`src/verilog/native_bus_pkg.sv`:
```
`default_nettype none

package native_bus_pkg;

   localparam int BE_ADDR_W = 16;
   localparam int BE_DATA_W = 64;
   localparam int BE_NBYTES = BE_DATA_W / 8;
   localparam int BE_BYTE_W = $clog2(BE_NBYTES);

   // A 16-byte line takes two 64-bit beats
   localparam int BEATS_PER_LINE = 2;

   localparam int WBUF_DEPTH = 4;
   localparam int WBUF_PTR_W = $clog2(WBUF_DEPTH);

endpackage

`default_nettype wire

```
`src/verilog/cache_geom_pkg.sv`:
```
`default_nettype none

package cache_geom_pkg;

   // Front-end byte address and word size
   localparam int FE_ADDR_W = 16;
   localparam int FE_DATA_W = 32;
   localparam int FE_NBYTES = FE_DATA_W / 8;

   // Four words per line and sixteen lines
   localparam int WORD_OFF_W = 2;
   localparam int INDEX_W = 4;

   // Whatever sits above index, word offset and byte offset is the tag
   localparam int TAG_W = FE_ADDR_W - INDEX_W - WORD_OFF_W - $clog2(FE_NBYTES);

endpackage

`default_nettype wire
```
`src/verilog/native_mem_if.sv`:
```
`timescale 1ns/1ns
`default_nettype none

interface native_mem_if #(
   parameter int DATA_W = 32
) ();

   logic                                  valid;
   logic [native_bus_pkg::BE_ADDR_W-1:0]  addr;
   logic [DATA_W-1:0]                     wdata;
   logic [DATA_W/8-1:0]                   wstrb;
   logic                                  ready;
   logic [DATA_W-1:0]                     rdata;

   // Valid and payload hold until the cycle where ready is high
   modport master (
      output valid, addr, wdata, wstrb,
      input  ready, rdata
   );

   modport slave (
      input  valid, addr, wdata, wstrb,
      output ready, rdata
   );

endinterface

`default_nettype wire

```
`src/verilog/iob_cache_top.sv`:
```
`timescale 1ns/1ns
`default_nettype none

module iob_cache_top (
   input  wire                                  clk,
   input  wire                                  reset,
   input  wire                                  valid,
   input  wire  [cache_geom_pkg::FE_ADDR_W-1:0] addr,
   input  wire  [cache_geom_pkg::FE_DATA_W-1:0] wdata,
   input  wire  [cache_geom_pkg::FE_NBYTES-1:0] wstrb,
   output logic                                 ready,
   output logic [cache_geom_pkg::FE_DATA_W-1:0] rdata,
   output logic                                 mem_valid,
   output logic [native_bus_pkg::BE_ADDR_W-1:0] mem_addr,
   output logic [native_bus_pkg::BE_DATA_W-1:0] mem_wdata,
   output logic [native_bus_pkg::BE_NBYTES-1:0] mem_wstrb,
   input  wire                                  mem_ready,
   input  wire  [native_bus_pkg::BE_DATA_W-1:0] mem_rdata
);

   logic                                              hit;
   logic [cache_geom_pkg::FE_DATA_W-1:0]              rd_word;
   logic                                              push;
   logic                                              wr_en;
   logic                                              wbuf_full;
   logic                                              wbuf_empty;
   logic                                              refill_start;
   logic                                              refill_done;
   logic                                              beat_en;
   logic [$clog2(native_bus_pkg::BEATS_PER_LINE)-1:0] beat_idx;
   logic [native_bus_pkg::BE_DATA_W-1:0]              beat_data;

   native_mem_if #(.DATA_W(cache_geom_pkg::FE_DATA_W)) wbuf_out ();
   native_mem_if #(.DATA_W(native_bus_pkg::BE_DATA_W)) wr_be ();
   native_mem_if #(.DATA_W(native_bus_pkg::BE_DATA_W)) rd_be ();

   cache_control control (
      .clk(clk), .reset(reset), .valid(valid), .addr(addr), .wdata(wdata), .wstrb(wstrb),
      .hit(hit), .rd_word(rd_word), .wbuf_full(wbuf_full), .wbuf_empty(wbuf_empty),
      .refill_done(refill_done), .ready(ready), .rdata(rdata), .push(push),
      .wr_en(wr_en), .refill_start(refill_start)
   );

   cache_memory memory (
      .clk(clk), .reset(reset), .lookup_addr(addr), .wr_en(wr_en), .wr_strb(wstrb),
      .wr_data(wdata), .fill_en(beat_en), .fill_beat(beat_idx), .fill_data(beat_data),
      .fill_done(refill_done), .hit(hit), .rd_word(rd_word)
   );

   write_buffer wbuf (
      .clk(clk), .reset(reset), .push(push), .addr(addr), .wdata(wdata), .wstrb(wstrb),
      .full(wbuf_full), .empty(wbuf_empty), .out(wbuf_out)
   );

   write_channel_native write_channel (.clk(clk), .reset(reset), .fe(wbuf_out), .be(wr_be));

   read_channel_native read_channel (
      .clk(clk), .reset(reset), .start(refill_start), .line_addr(addr), .beat_en(beat_en),
      .beat_idx(beat_idx), .beat_data(beat_data), .done(refill_done), .be(rd_be)
   );

   back_end_native back_end (
      .clk(clk), .reset(reset), .wr(wr_be), .rd(rd_be), .mem_valid(mem_valid),
      .mem_addr(mem_addr), .mem_wdata(mem_wdata), .mem_wstrb(mem_wstrb),
      .mem_ready(mem_ready), .mem_rdata(mem_rdata)
   );

endmodule

`default_nettype wire

```
`src/verilog/back_end_native.sv`:
```
`timescale 1ns/1ns
`default_nettype none

module back_end_native (
   input  wire                                  clk,
   input  wire                                  reset,
   native_mem_if.slave                          wr,
   native_mem_if.slave                          rd,
   output logic                                 mem_valid,
   output logic [native_bus_pkg::BE_ADDR_W-1:0] mem_addr,
   output logic [native_bus_pkg::BE_DATA_W-1:0] mem_wdata,
   output logic [native_bus_pkg::BE_NBYTES-1:0] mem_wstrb,
   input  wire                                  mem_ready,
   input  wire  [native_bus_pkg::BE_DATA_W-1:0] mem_rdata
);

   logic grant_wr;

   // Writes win, though control never lets a refill overlap a drain
   assign grant_wr = wr.valid;

   assign mem_valid = wr.valid || rd.valid;
   assign mem_addr = grant_wr ? wr.addr : rd.addr;
   assign mem_wdata = grant_wr ? wr.wdata : rd.wdata;
   assign mem_wstrb = grant_wr ? wr.wstrb : rd.wstrb;

   assign wr.ready = grant_wr && mem_ready;
   assign rd.ready = !grant_wr && mem_ready;
   assign wr.rdata = mem_rdata;
   assign rd.rdata = mem_rdata;

   assert property (@(posedge clk) disable iff (reset) !(wr.valid && rd.valid));

endmodule

`default_nettype wire

```
`src/verilog/read_channel_native.sv`:
```
`timescale 1ns/1ns
`default_nettype none

module read_channel_native (
   input  wire                                              clk,
   input  wire                                              reset,
   input  wire                                              start,
   input  wire  [native_bus_pkg::BE_ADDR_W-1:0]             line_addr,
   output logic                                             beat_en,
   output logic [$clog2(native_bus_pkg::BEATS_PER_LINE)-1:0] beat_idx,
   output logic [native_bus_pkg::BE_DATA_W-1:0]             beat_data,
   output logic                                             done,
   native_mem_if.master                                     be
);

   enum logic [1:0] {idle, request, finish} state;

   logic [$clog2(native_bus_pkg::BEATS_PER_LINE)-1:0] beat_cnt;

   // Beat address is the line base with the beat number above the byte offset
   assign be.addr = {line_addr[native_bus_pkg::BE_ADDR_W-1:
                               native_bus_pkg::BE_BYTE_W+$clog2(native_bus_pkg::BEATS_PER_LINE)],
                     beat_cnt, {native_bus_pkg::BE_BYTE_W{1'b0}}};
   assign be.valid = (state == request);
   assign be.wdata = '0;
   assign be.wstrb = '0;

   assign beat_en = be.valid && be.ready;
   assign beat_idx = beat_cnt;
   assign beat_data = be.rdata;
   assign done = (state == finish);

   always_ff @(posedge clk or posedge reset)
   begin
      if (reset)
      begin
         state <= idle;
         beat_cnt <= '0;
      end
      else
         case (state)
            idle:
               if (start)
               begin
                  beat_cnt <= '0;
                  state <= request;
               end
            request:
               if (be.ready)
               begin
                  if (&beat_cnt)
                     state <= finish;
                  else
                     beat_cnt <= beat_cnt + 1'b1;
               end
            finish:
               state <= idle;
            default:
               state <= idle;
         endcase
   end

endmodule

`default_nettype wire

```
`src/verilog/write_channel_native.sv`:
```
`timescale 1ns/1ns
`default_nettype none

module write_channel_native (
   input  wire         clk,
   input  wire         reset,
   native_mem_if.slave fe,
   native_mem_if.master be
);

   enum logic {idle, write_process} state;

   logic [cache_geom_pkg::FE_ADDR_W-1:0] addr_q;
   logic [cache_geom_pkg::FE_DATA_W-1:0] wdata_q;
   logic [cache_geom_pkg::FE_NBYTES-1:0] wstrb_q;
   logic                                 word_align;

   // Selects which 32-bit half of the 64-bit memory word is addressed
   assign word_align = addr_q[native_bus_pkg::BE_BYTE_W-1];

   assign fe.ready = (state == idle);
   assign fe.rdata = '0;

   assign be.valid = (state == write_process);
   assign be.addr = {addr_q[native_bus_pkg::BE_ADDR_W-1:native_bus_pkg::BE_BYTE_W],
                     {native_bus_pkg::BE_BYTE_W{1'b0}}};
   assign be.wdata = word_align ? {wdata_q, {cache_geom_pkg::FE_DATA_W{1'b0}}}
                                : {{cache_geom_pkg::FE_DATA_W{1'b0}}, wdata_q};

   always_comb
   begin
      be.wstrb = '0;
      if (state == write_process)
         be.wstrb = word_align ? {wstrb_q, {cache_geom_pkg::FE_NBYTES{1'b0}}}
                               : {{cache_geom_pkg::FE_NBYTES{1'b0}}, wstrb_q};
   end

   // The buffer pops its head in this cycle, so the entry is kept here
   always_ff @(posedge clk)
   begin
      if (fe.valid && fe.ready)
      begin
         addr_q <= fe.addr;
         wdata_q <= fe.wdata;
         wstrb_q <= fe.wstrb;
      end
   end

   always_ff @(posedge clk or posedge reset)
   begin
      if (reset)
         state <= idle;
      else
         case (state)
            idle:
               if (fe.valid)
                  state <= write_process;
            write_process:
               if (be.ready)
                  state <= idle;
            default:
               state <= idle;
         endcase
   end

   assert property (@(posedge clk) disable iff (reset) be.valid |-> (be.wstrb != '0));

endmodule

`default_nettype wire

```
`src/verilog/write_buffer.sv`:
```
`timescale 1ns/1ns
`default_nettype none

module write_buffer (
   input  wire                                  clk,
   input  wire                                  reset,
   input  wire                                  push,
   input  wire  [cache_geom_pkg::FE_ADDR_W-1:0] addr,
   input  wire  [cache_geom_pkg::FE_DATA_W-1:0] wdata,
   input  wire  [cache_geom_pkg::FE_NBYTES-1:0] wstrb,
   output logic                                 full,
   output logic                                 empty,
   native_mem_if.master                         out
);

   logic [cache_geom_pkg::FE_ADDR_W-1:0] addr_mem [native_bus_pkg::WBUF_DEPTH];
   logic [cache_geom_pkg::FE_DATA_W-1:0] data_mem [native_bus_pkg::WBUF_DEPTH];
   logic [cache_geom_pkg::FE_NBYTES-1:0] strb_mem [native_bus_pkg::WBUF_DEPTH];

   logic [native_bus_pkg::WBUF_PTR_W-1:0] wr_ptr;
   logic [native_bus_pkg::WBUF_PTR_W-1:0] rd_ptr;
   logic [native_bus_pkg::WBUF_PTR_W:0]   count;
   logic                                  pop;

   assign pop = out.valid && out.ready;

   assign out.valid = (count != '0);
   assign out.addr = addr_mem[rd_ptr];
   assign out.wdata = data_mem[rd_ptr];
   assign out.wstrb = strb_mem[rd_ptr];

   assign full = count[native_bus_pkg::WBUF_PTR_W];
   // Drained means no entry left and no write still in flight downstream
   assign empty = (count == '0) && out.ready;

   always_ff @(posedge clk)
   begin
      if (push)
      begin
         addr_mem[wr_ptr] <= addr;
         data_mem[wr_ptr] <= wdata;
         strb_mem[wr_ptr] <= wstrb;
      end
   end

   always_ff @(posedge clk or posedge reset)
   begin
      if (reset)
      begin
         wr_ptr <= '0;
         rd_ptr <= '0;
         count <= '0;
      end
      else
      begin
         if (push)
            wr_ptr <= wr_ptr + 1'b1;
         if (pop)
            rd_ptr <= rd_ptr + 1'b1;
         case ({push, pop})
            2'b10: count <= count + 1'b1;
            2'b01: count <= count - 1'b1;
            default: count <= count;
         endcase
      end
   end

endmodule

`default_nettype wire

```
`src/verilog/cache_control.sv`:
```
`timescale 1ns/1ns
`default_nettype none

module cache_control (
   input  wire                                  clk,
   input  wire                                  reset,
   input  wire                                  valid,
   input  wire  [cache_geom_pkg::FE_ADDR_W-1:0] addr,
   input  wire  [cache_geom_pkg::FE_DATA_W-1:0] wdata,
   input  wire  [cache_geom_pkg::FE_NBYTES-1:0] wstrb,
   input  wire                                  hit,
   input  wire  [cache_geom_pkg::FE_DATA_W-1:0] rd_word,
   input  wire                                  wbuf_full,
   input  wire                                  wbuf_empty,
   input  wire                                  refill_done,
   output logic                                 ready,
   output logic [cache_geom_pkg::FE_DATA_W-1:0] rdata,
   output logic                                 push,
   output logic                                 wr_en,
   output logic                                 refill_start
);

   enum logic [2:0] {idle, read_respond, write_push, wait_drain, refill} state;

   always_ff @(posedge clk or posedge reset)
   begin
      if (reset)
         state <= idle;
      else
         case (state)
            idle:
               if (valid)
               begin
                  if (wstrb != '0)
                     state <= write_push;
                  else if (hit)
                     state <= read_respond;
                  else
                     state <= wait_drain;
               end
            read_respond:
               state <= idle;
            write_push:
               if (!wbuf_full)
                  state <= idle;
            // Memory must see every buffered write before the line is fetched
            wait_drain:
               if (wbuf_empty)
                  state <= refill;
            refill:
               if (refill_done)
                  state <= read_respond;
            default:
               state <= idle;
         endcase
   end

   assign push = (state == write_push) && !wbuf_full;
   assign wr_en = push && hit;
   assign ready = push || (state == read_respond);
   assign refill_start = (state == wait_drain) && wbuf_empty;
   assign rdata = rd_word;

   // A write is only accepted while the front end holds a request with data
   assert property (@(posedge clk) disable iff (reset)
      push |-> valid && (wstrb != '0) && (wdata == $past(wdata)) && (addr == $past(addr)));

endmodule

`default_nettype wire

```
`src/verilog/cache_memory.sv`:
```
`timescale 1ns/1ns
`default_nettype none

module cache_memory (
   input  wire                                              clk,
   input  wire                                              reset,
   input  wire  [cache_geom_pkg::FE_ADDR_W-1:0]             lookup_addr,
   input  wire                                              wr_en,
   input  wire  [cache_geom_pkg::FE_NBYTES-1:0]             wr_strb,
   input  wire  [cache_geom_pkg::FE_DATA_W-1:0]             wr_data,
   input  wire                                              fill_en,
   input  wire  [$clog2(native_bus_pkg::BEATS_PER_LINE)-1:0] fill_beat,
   input  wire  [native_bus_pkg::BE_DATA_W-1:0]             fill_data,
   input  wire                                              fill_done,
   output logic                                             hit,
   output logic [cache_geom_pkg::FE_DATA_W-1:0]             rd_word
);

   logic [cache_geom_pkg::TAG_W-1:0]     tag_mem [2**cache_geom_pkg::INDEX_W];
   logic [2**cache_geom_pkg::INDEX_W-1:0] valid_mem;
   logic [cache_geom_pkg::FE_DATA_W-1:0] data_mem
      [2**cache_geom_pkg::INDEX_W][2**cache_geom_pkg::WORD_OFF_W];

   logic [cache_geom_pkg::TAG_W-1:0]      tag;
   logic [cache_geom_pkg::INDEX_W-1:0]    index;
   logic [cache_geom_pkg::WORD_OFF_W-1:0] word_off;

   assign tag = lookup_addr[cache_geom_pkg::FE_ADDR_W-1 -: cache_geom_pkg::TAG_W];
   assign index = lookup_addr[cache_geom_pkg::FE_ADDR_W-cache_geom_pkg::TAG_W-1
      -: cache_geom_pkg::INDEX_W];
   assign word_off = lookup_addr[cache_geom_pkg::FE_ADDR_W-cache_geom_pkg::TAG_W
      -cache_geom_pkg::INDEX_W-1 -: cache_geom_pkg::WORD_OFF_W];

   assign hit = valid_mem[index] && (tag_mem[index] == tag);
   assign rd_word = data_mem[index][word_off];

   // A line only becomes valid once its last refill beat is in
   always_ff @(posedge clk or posedge reset)
   begin
      if (reset)
         valid_mem <= '0;
      else if (fill_done)
         valid_mem[index] <= 1'b1;
   end

   always_ff @(posedge clk)
   begin
      if (fill_done)
         tag_mem[index] <= tag;
      if (wr_en)
      begin
         for (int b = 0; b < cache_geom_pkg::FE_NBYTES; b++)
            if (wr_strb[b])
               data_mem[index][word_off][8*b +: 8] <= wr_data[8*b +: 8];
      end
      // Each 64-bit beat carries the lower word in its low half
      if (fill_en)
      begin
         data_mem[index][{fill_beat, 1'b0}] <= fill_data[cache_geom_pkg::FE_DATA_W-1:0];
         data_mem[index][{fill_beat, 1'b1}] <=
            fill_data[native_bus_pkg::BE_DATA_W-1:cache_geom_pkg::FE_DATA_W];
      end
   end

endmodule

`default_nettype wire

```
`config.mk`:
```
export PLATFORM = sky130hd
export DESIGN_NAME = iob_cache_top
export DESIGN_NICKNAME = d
export VERILOG_FILES = /design/src/verilog/native_bus_pkg.sv /design/src/verilog/cache_geom_pkg.sv /design/src/verilog/native_mem_if.sv /design/src/verilog/iob_cache_top.sv /design/src/verilog/back_end_native.sv /design/src/verilog/read_channel_native.sv /design/src/verilog/write_channel_native.sv /design/src/verilog/write_buffer.sv /design/src/verilog/cache_control.sv /design/src/verilog/cache_memory.sv
export SDC_FILE = /design/constraint.sdc
export NUM_CORES = 2
export LEC_CHECK = 0
export ABC_AREA = 1
export BUFFER_PORTS_ARGS = -buffer_cell sky130_fd_sc_hd__buf_2
export CAP_MARGIN = 5
export CORE_ASPECT_RATIO = 0.5
export CORE_MARGIN = 3
export CORE_UTILIZATION = 25
export CTS_BUF_LIST = sky130_fd_sc_hd__clkbuf_16
export DETAILED_ROUTE_END_ITERATION = 7
export GPL_ROUTABILITY_DRIVEN = 1
export HOLD_SLACK_MARGIN = 0.06
export PLACE_DENSITY_LB_ADDON = 0.2
export SYNTH_ARGS = -nofsm -noshare
export SYNTH_HDL_FRONTEND = slang
export SYNTH_SLANG_ARGS = --single-unit
```
`constraint.sdc`:
```
create_clock -name clk -period 4.4 [get_ports clk]
set_clock_uncertainty 0.2 [all_clocks]
set_input_delay 0.44 -clock clk [delete_from_list [all_inputs] [get_ports clk]]
set_output_delay 0.44 -clock clk [all_outputs]
set_load 0.02 [all_outputs]
```
## Word level (Yosys, flattened, before mapping)

Memory sizes are Yosys's and may differ from the RTL's. A register that Yosys moved wholly into a read port is not among the register bits.
Cells that the tools add are included.

| storage, ports and cells | value |
|---|---|
| flip-flop bits (word level) | 30 |
| bits in writable memories | 2384 |
| bits of input ports | 120 |
| output and inout bits | 122 |
| word-level logic and storage cells | 1416 |
| memories kept | 5 |

| operators by class | value |
|---|---|
| add/sub/neg operators | 5 |
| magnitude comparators | 8 |
| equality and inequality tests | 16 |
| mux-type cells | 702 |
| bitwise gates (word level) | 645 |
| reductions and logical operators | 27 |

Memory list:

| memory | words | width | read ports | clocked after Yosys merged registers in | write ports | line | RTL |
|---|---|---|---|---|---|---|---|
| memory.data_mem | 16 | 128 | 1 | 0 | 1 | cache_memory.sv:21 | `logic [cache_geom_pkg::FE_DATA_W-1:0] data_mem` |
| memory.tag_mem | 16 | 8 | 1 | 0 | 1 | cache_memory.sv:19 | `logic [cache_geom_pkg::TAG_W-1:0] tag_mem [2**cache_geom_pkg::INDEX_W];` |
| wbuf.data_mem | 4 | 32 | 1 | 1 | 1 | write_buffer.sv:17 | `logic [cache_geom_pkg::FE_DATA_W-1:0] data_mem [native_bus_pkg::WBUF_DEPTH];` |
| wbuf.addr_mem | 4 | 16 | 1 | 1 | 1 | write_buffer.sv:16 | `logic [cache_geom_pkg::FE_ADDR_W-1:0] addr_mem [native_bus_pkg::WBUF_DEPTH];` |
| wbuf.strb_mem | 4 | 4 | 1 | 1 | 1 | write_buffer.sv:18 | `logic [cache_geom_pkg::FE_NBYTES-1:0] strb_mem [native_bus_pkg::WBUF_DEPTH];` |

Operators with widths:

| cell | count |
|---|---|
| 2-to-1 mux 128 bit | 6 |
| 2-to-1 mux 1 bit | 660 |
| OR 1 bit | 640 |
| demux 32 bit (select 2 bit) | 6 |
| 2-to-1 mux 32 bit | 5 |
| 2-to-1 mux 64 bit | 2 |
| binary-select mux 32 bit (select 2 bit) | 1 |
| 2-to-1 mux 16 bit | 2 |
| 2-to-1 mux 24 bit | 1 |
| 2-to-1 mux 8 bit | 3 |
| OR 16 bit | 1 |
| 2-to-1 mux 3 bit | 5 |
| logical AND 1 bit | 13 |
| case mux 3 bit (4 select lines) | 1 |
| != test 2 bit (second input constant) | 5 |
| greater-or-equal comparator 3 bit (second input constant) | 3 |
| less-than comparator 3 x 1 -> 1 bit (second input constant) | 3 |
| NOT 2 -> 3 bit | 3 |
| equality test 8 bit | 1 |
| 2-to-1 mux 2 bit | 4 |
| equality test 3 x 2 -> 1 bit (second input constant) | 2 |
| zero test 3 bit | 2 |
| case mux 3 bit (2 select lines) | 1 |
| AND reduction 3 bit | 2 |
| other kinds (23) | 31 |

## Longest topological paths before layout

| logic depth | value |
|---|---|
| word-level depth | 11 |
| depth in mapped cells | 19 |
| gate-level depth less buffers | 16 |

## By module

Synthesis repeated with hierarchy kept, for this count alone.

| second synthesis, totals | value |
|---|---|
| cell total of the unflattened synthesis | 7472 |
| area total of the unflattened synthesis | 99790.7 um2 |

Modules (own cells, without submodules):

| module | instances | cells an instance | area an instance (um2) | sequential area each (um2) |
|---|---|---|---|---|
| cache_memory | 1 | 5887 | 84715.0 | 65743.1 |
| write_buffer | 1 | 666 | 8692.1 | 6421.2 |
| write_channel_native | 1 | 257 | 2501.1 | 1526.5 |
| back_end_native | 1 | 417 | 2107.0 | 0.0 |
| read_channel_native | 1 | 171 | 1285.0 | 75.1 |
| cache_control | 1 | 74 | 490.5 | 75.1 |

## Worst setup path after synthesis

OpenSTA, ideal clock, no wires.

| path | value |
|---|---|
| kind | register -> register |
| start point | reg control.state[2] (netlist bit) |
| end point | mem wbuf.addr_mem[0][10] (netlist bit), enable pin |
| setup time | 458 ps |
| arrival time | 3277 ps |
| required time | 3742 ps |
| slack | 465 ps |
| stages on the path, launching flop included | 7 |
| path buffers | 1 |
| clock period less this slack | 3935 ps |
| cell sequence | dfrtp_1 > inv_1 > nand3_1 > nor2_1 > buf_2 > inv_1 > nor2_1 |

| between the ends | value |
|---|---|
| word-level cells in the longest chain between the ends | 4 |

Ends and longest elaborated chain:

| element | line | RTL |
|---|---|---|
| from (decl) | cache_control.sv:23 | `enum logic [2:0] {idle, read_respond, write_push, wait_drain, refill} state;` |
| from (signal assigned) | cache_control.sv:28 | `state <= idle;` |
| from (signal assigned) | cache_control.sv:35 | `state <= write_push;` |
| from (signal assigned) | cache_control.sv:37 | `state <= read_respond;` |
| equality test 3 x 2 -> 1 bit | cache_control.sv:58 | `assign push = (state == write_push) && !wbuf_full;` |
| logical AND 1 bit | cache_control.sv:58 |  |
| 2-to-1 mux 1 bit | write_buffer.sv:38 | `if (push)` |
| 2-to-1 mux 1 bit (not written as such) | write_buffer.sv:40 | `addr_mem[wr_ptr] <= addr;` |
| to (decl) | write_buffer.sv:16 |  |

No other way between the ends.

## Final worst setup path

| path | value |
|---|---|
| start point | in addr[5] (netlist bit) |
| end point | out rdata[10] (netlist bit) |

| between the ends | value |
|---|---|
| word-level cells in the longest chain between the ends | 4 |

Ends and longest elaborated chain:

| element | line | RTL |
|---|---|---|
| from (decl) | iob_cache_top.sv:8 | `input wire [cache_geom_pkg::FE_ADDR_W-1:0] addr,` |
| memory (16 x 128 bit) | n/a |  |
| binary-select mux 32 bit (select 2 bit) | cache_memory.sv:35 | `assign rd_word = data_mem[index][word_off];` |
| 2-to-1 mux 32 bit (not written as such) (2 in series) | cache_memory.sv:35 |  |
| to (decl) | iob_cache_top.sv:12 | `output logic [cache_geom_pkg::FE_DATA_W-1:0] rdata,` |

No other way between the ends. The select of a mux whose other input is x is not followed.

==> run metrics <==
Sink Count 2456; core box area 374000 um^2; total grt overflow 0; worst path cell trace buf_2 -> inv_2 -> nand2_1 -> inv_8 -> buf_12 -> buf_12 -> a22oi_1 -> a21boi_0 -> buf_4 -> nor4_1 -> nor2_1 -> nor2_1 -> o211ai_1 -> buf_2; vias 58900; adder and majority gate portion of the synthesized area 0.0873%; Critical path origin addr[5]; H-tree lvl count 4; R2R Setup Slk 1.00 ns; r2r startpoint control.state[2]; CTS tree done; Critical Path Start Type primary input; Synth area leaders edfxtp_1 77%, a22oi_1 8.1%, nand2_1 2.3%; fraction of the cycle the final worst path needs 96.9%; Syn Area/Cell 15.3 um^2; PnR worst setup slack 0.134 ns; Final Routed Wirelength 324000 um; post-synthesis sequential area ratio 77.8%; Crit path max-delay family buffers and inverters; number of buffers created by CTS 249; CP Capture Point rdata[10]; largest family of logic cells by synthesized area compound AO/OA/AOI/OAI gates; Max Fanout on Critical Path 32; Longest Clk Path Bufs 4; Post-Synth XOR/XNOR Area 0.0371%; initial antenna violation count 54; worst hold path type primary input to flop; max incr delay on CP 0.51 ns; GRT Overall Usage 16.2%; kind of critical path primary input to primary output; drt first-iter violations 5315; Die Ht 441 um; prevailing post-synth register cell edfxtp_1; Rows 158; largest net degree at the start of global routing 89; number of flops mapped to enable cells by yosys 2426; dpl ws 0.0771 ns; most frequent cell after synthesis edfxtp_1; area share of the largest cell type after synthesis 77.0%; #FFs+latches synth 2456; post-route ant nets 0; CTS clock-pin slew for the worst setup and hold paths 0.06 ns; WP data required 3.76 ns; gpl congestion 0.792; Compound-Gate Fraction of Synth Area 15.2%; Tightest Pin Transition 1.25 ns; final setup TNS 0 ns; port buffer count 236; Worst Reg-to-Reg Cells 7; die area 386000 um^2; CP Depth 14; synthesized area 94600 um^2; Critical Path AT 3.63 ns; WP buf/inv 7; Pwr Total 54.6 mW; worst hold stages 3; run status completed; nets 7276; r2r endpoint memory.data_mem[13][101]; largest area contributor in the synthesized netlist edfxtp_1; Area Growth Syn to Fin 22.7%; max-slew violation count 0; power density cells 471 nW/um^2; Hold Violations, Final 0; Final HPWL DP 215000 um; Max Cap Viol 0; Slew HR 16.2%; DRT Pass-1 Iters 5; critical path endpoint category primary output; Worst-Skew Late Latency 0.91 ns; Wirelength per Cell 26.3 um; share of layout cells above drive strength 1 19.4%; Post-Synth Simple-Gate Area 4.26%; yosys warns 0; # setup viols final 0; multiplexer area fraction after synthesis 0%; Mapped Cells 6193; Peak VDD IR 0.000509 V; fmax 234 MHz; share of synthesized flip-flops with an asynchronous set or reset 1.22%; top-level port count 242; fillers 37200; Die Width 876 um; synth cell count leaders 2426 x edfxtp_1, 1026 x a22oi_1, 580 x nand2_1, 407 x a21oi_1, 356 x clkbuf_1; drc violations 0; Post-CTS Setup Inserts 0; vias in the first global route 58200; vias per cell 4.78; Tmin final 4.27 ns; Crit-path slowest cell nor4_1; first-pass GRT wire length 450000 um; Initial Utilization 25.3%; RSZ-0062 raised after global routing no; Unique masters post-synth 38; Root Buffer clkbuf_16; worst hold slack 0.194 ns; Leakage 38.6 nW
==> tightest hold or removal path: stages <==
cell and delay (ns):
dlygate4sd3_1 0.52, buf_2 0.19, o21ai_0 0.10
==> logic make-up (layout without fill, tap and decap cells) <==
| logic type | Yosys count | in the layout |
|---|---|---|
| flip-flops | 2456 | 2456 |
| buffers and inverters | 599 | 1745 |
| AND/OR/NAND/NOR | 974 | 974 |
| other | 1 | 22 |
| adder cells (fa/ha/maj) | 6 | 6 |
| XOR/XNOR | 4 | 4 |
| AO/OA/AOI/OAI | 2153 | 2153 |
==> metal layers <==
layer | wire (um) | GRT usage (%)
met1 | 145000 | 22.6
met3 | 17600 | 2.33
met5 | 22 | 0
met4 | 8140 | 4.00
met2 | 153000 | 26.6
==> stage by stage <==
stage | utilization (%) | instances | instance area, um^2
2_1_floorplan | - | 6195 | 94600
3_3_place_gp | 28.7 | 11700 | 107000
3_5_place_dp | 28.7 | 11700 | 107000
4_1_cts | 31.0 | 12300 | 116000
5_1_grt | 31.0 | 12300 | 116000
6_report | 31.0 | 12300 | 116000
==> placed cells by master, fill, tap and decap left out, drive strengths merged, types with 9 or more instances in the layout <==
cell         netlist  final
a22o              32     32
o22ai             54     54
o21ai            290    290
a22oi           1026   1026
clkbuf           356    252
diode              0     19
or2               13     13
a21oi            407    407
bufinv             0     21
nand2            580    580
o41ai             32     32
clkinv             1    111
dlygate4sd3        0    117
dfrtp             30     30
a21boi           225    225
o211ai            32     32
edfxtp          2426   2426
nand3              9      9
nand4             28     28
inv              150    204
nor2             299    299
buf               92   1035
a31oi             21     21
a211oi            32     32
nor4              44     44
==> registers in the layout (all words and copies together) (netlist names), 3 cells and up <==
signal,count
wbuf.addr_mem,56
memory.tag_mem,128
wbuf.count,3
write_channel.addr_q,14
write_channel.wdata_q,32
wbuf.data_mem,128
control.state,3
memory.data_mem,2048
memory.valid_mem,16
write_channel.wstrb_q,4
wbuf.strb_mem,16
==> worst min-delay path by stage <==
stage | startpoint | end | slack, ns
2_1_floorplan | memory.valid_mem[0] | memory.valid_mem[0] | 0.23
3_3_place_gp | memory.valid_mem[8] | memory.valid_mem[8] | 0.24
3_5_place_dp | memory.valid_mem[0] | memory.valid_mem[0] | 0.25
5_1_grt | mem_ready | write_channel.be.valid | 0.20
4_1_cts | mem_ready | write_channel.be.valid | 0.13
6_report | mem_ready | write_channel.be.valid | 0.19
==> power by group <==
part | total [mW] | switching (mW) | internal (mW)
sequential | 27.2 | 0.278 | 26.9
combinational | 6.88 | 5.03 | 1.84
clock | 20.6 | 9.08 | 11.5
total | 54.6 | 14.4 | 40.2
==> final cells by class <==
cell class,count,area (um^2),share of cell area (%)
sequential,2456,73600,63.5
antenna,19,47.5,0.0410
multi-input combinational,3140,18700,16.1
timing repair buffer,1152,9160,7.90
clock inverter,190,1370,1.18
inverter,151,591,0.509
clock buffer,252,6310,5.44
tap,4960,6210,5.35
==> timing repair <==
action,CTS,global route
gates resized for setup,0,0
hold buffers,117,0
hold endpoints to repair,2005,0
No activity file was read; power rests on OpenSTA's default activity.
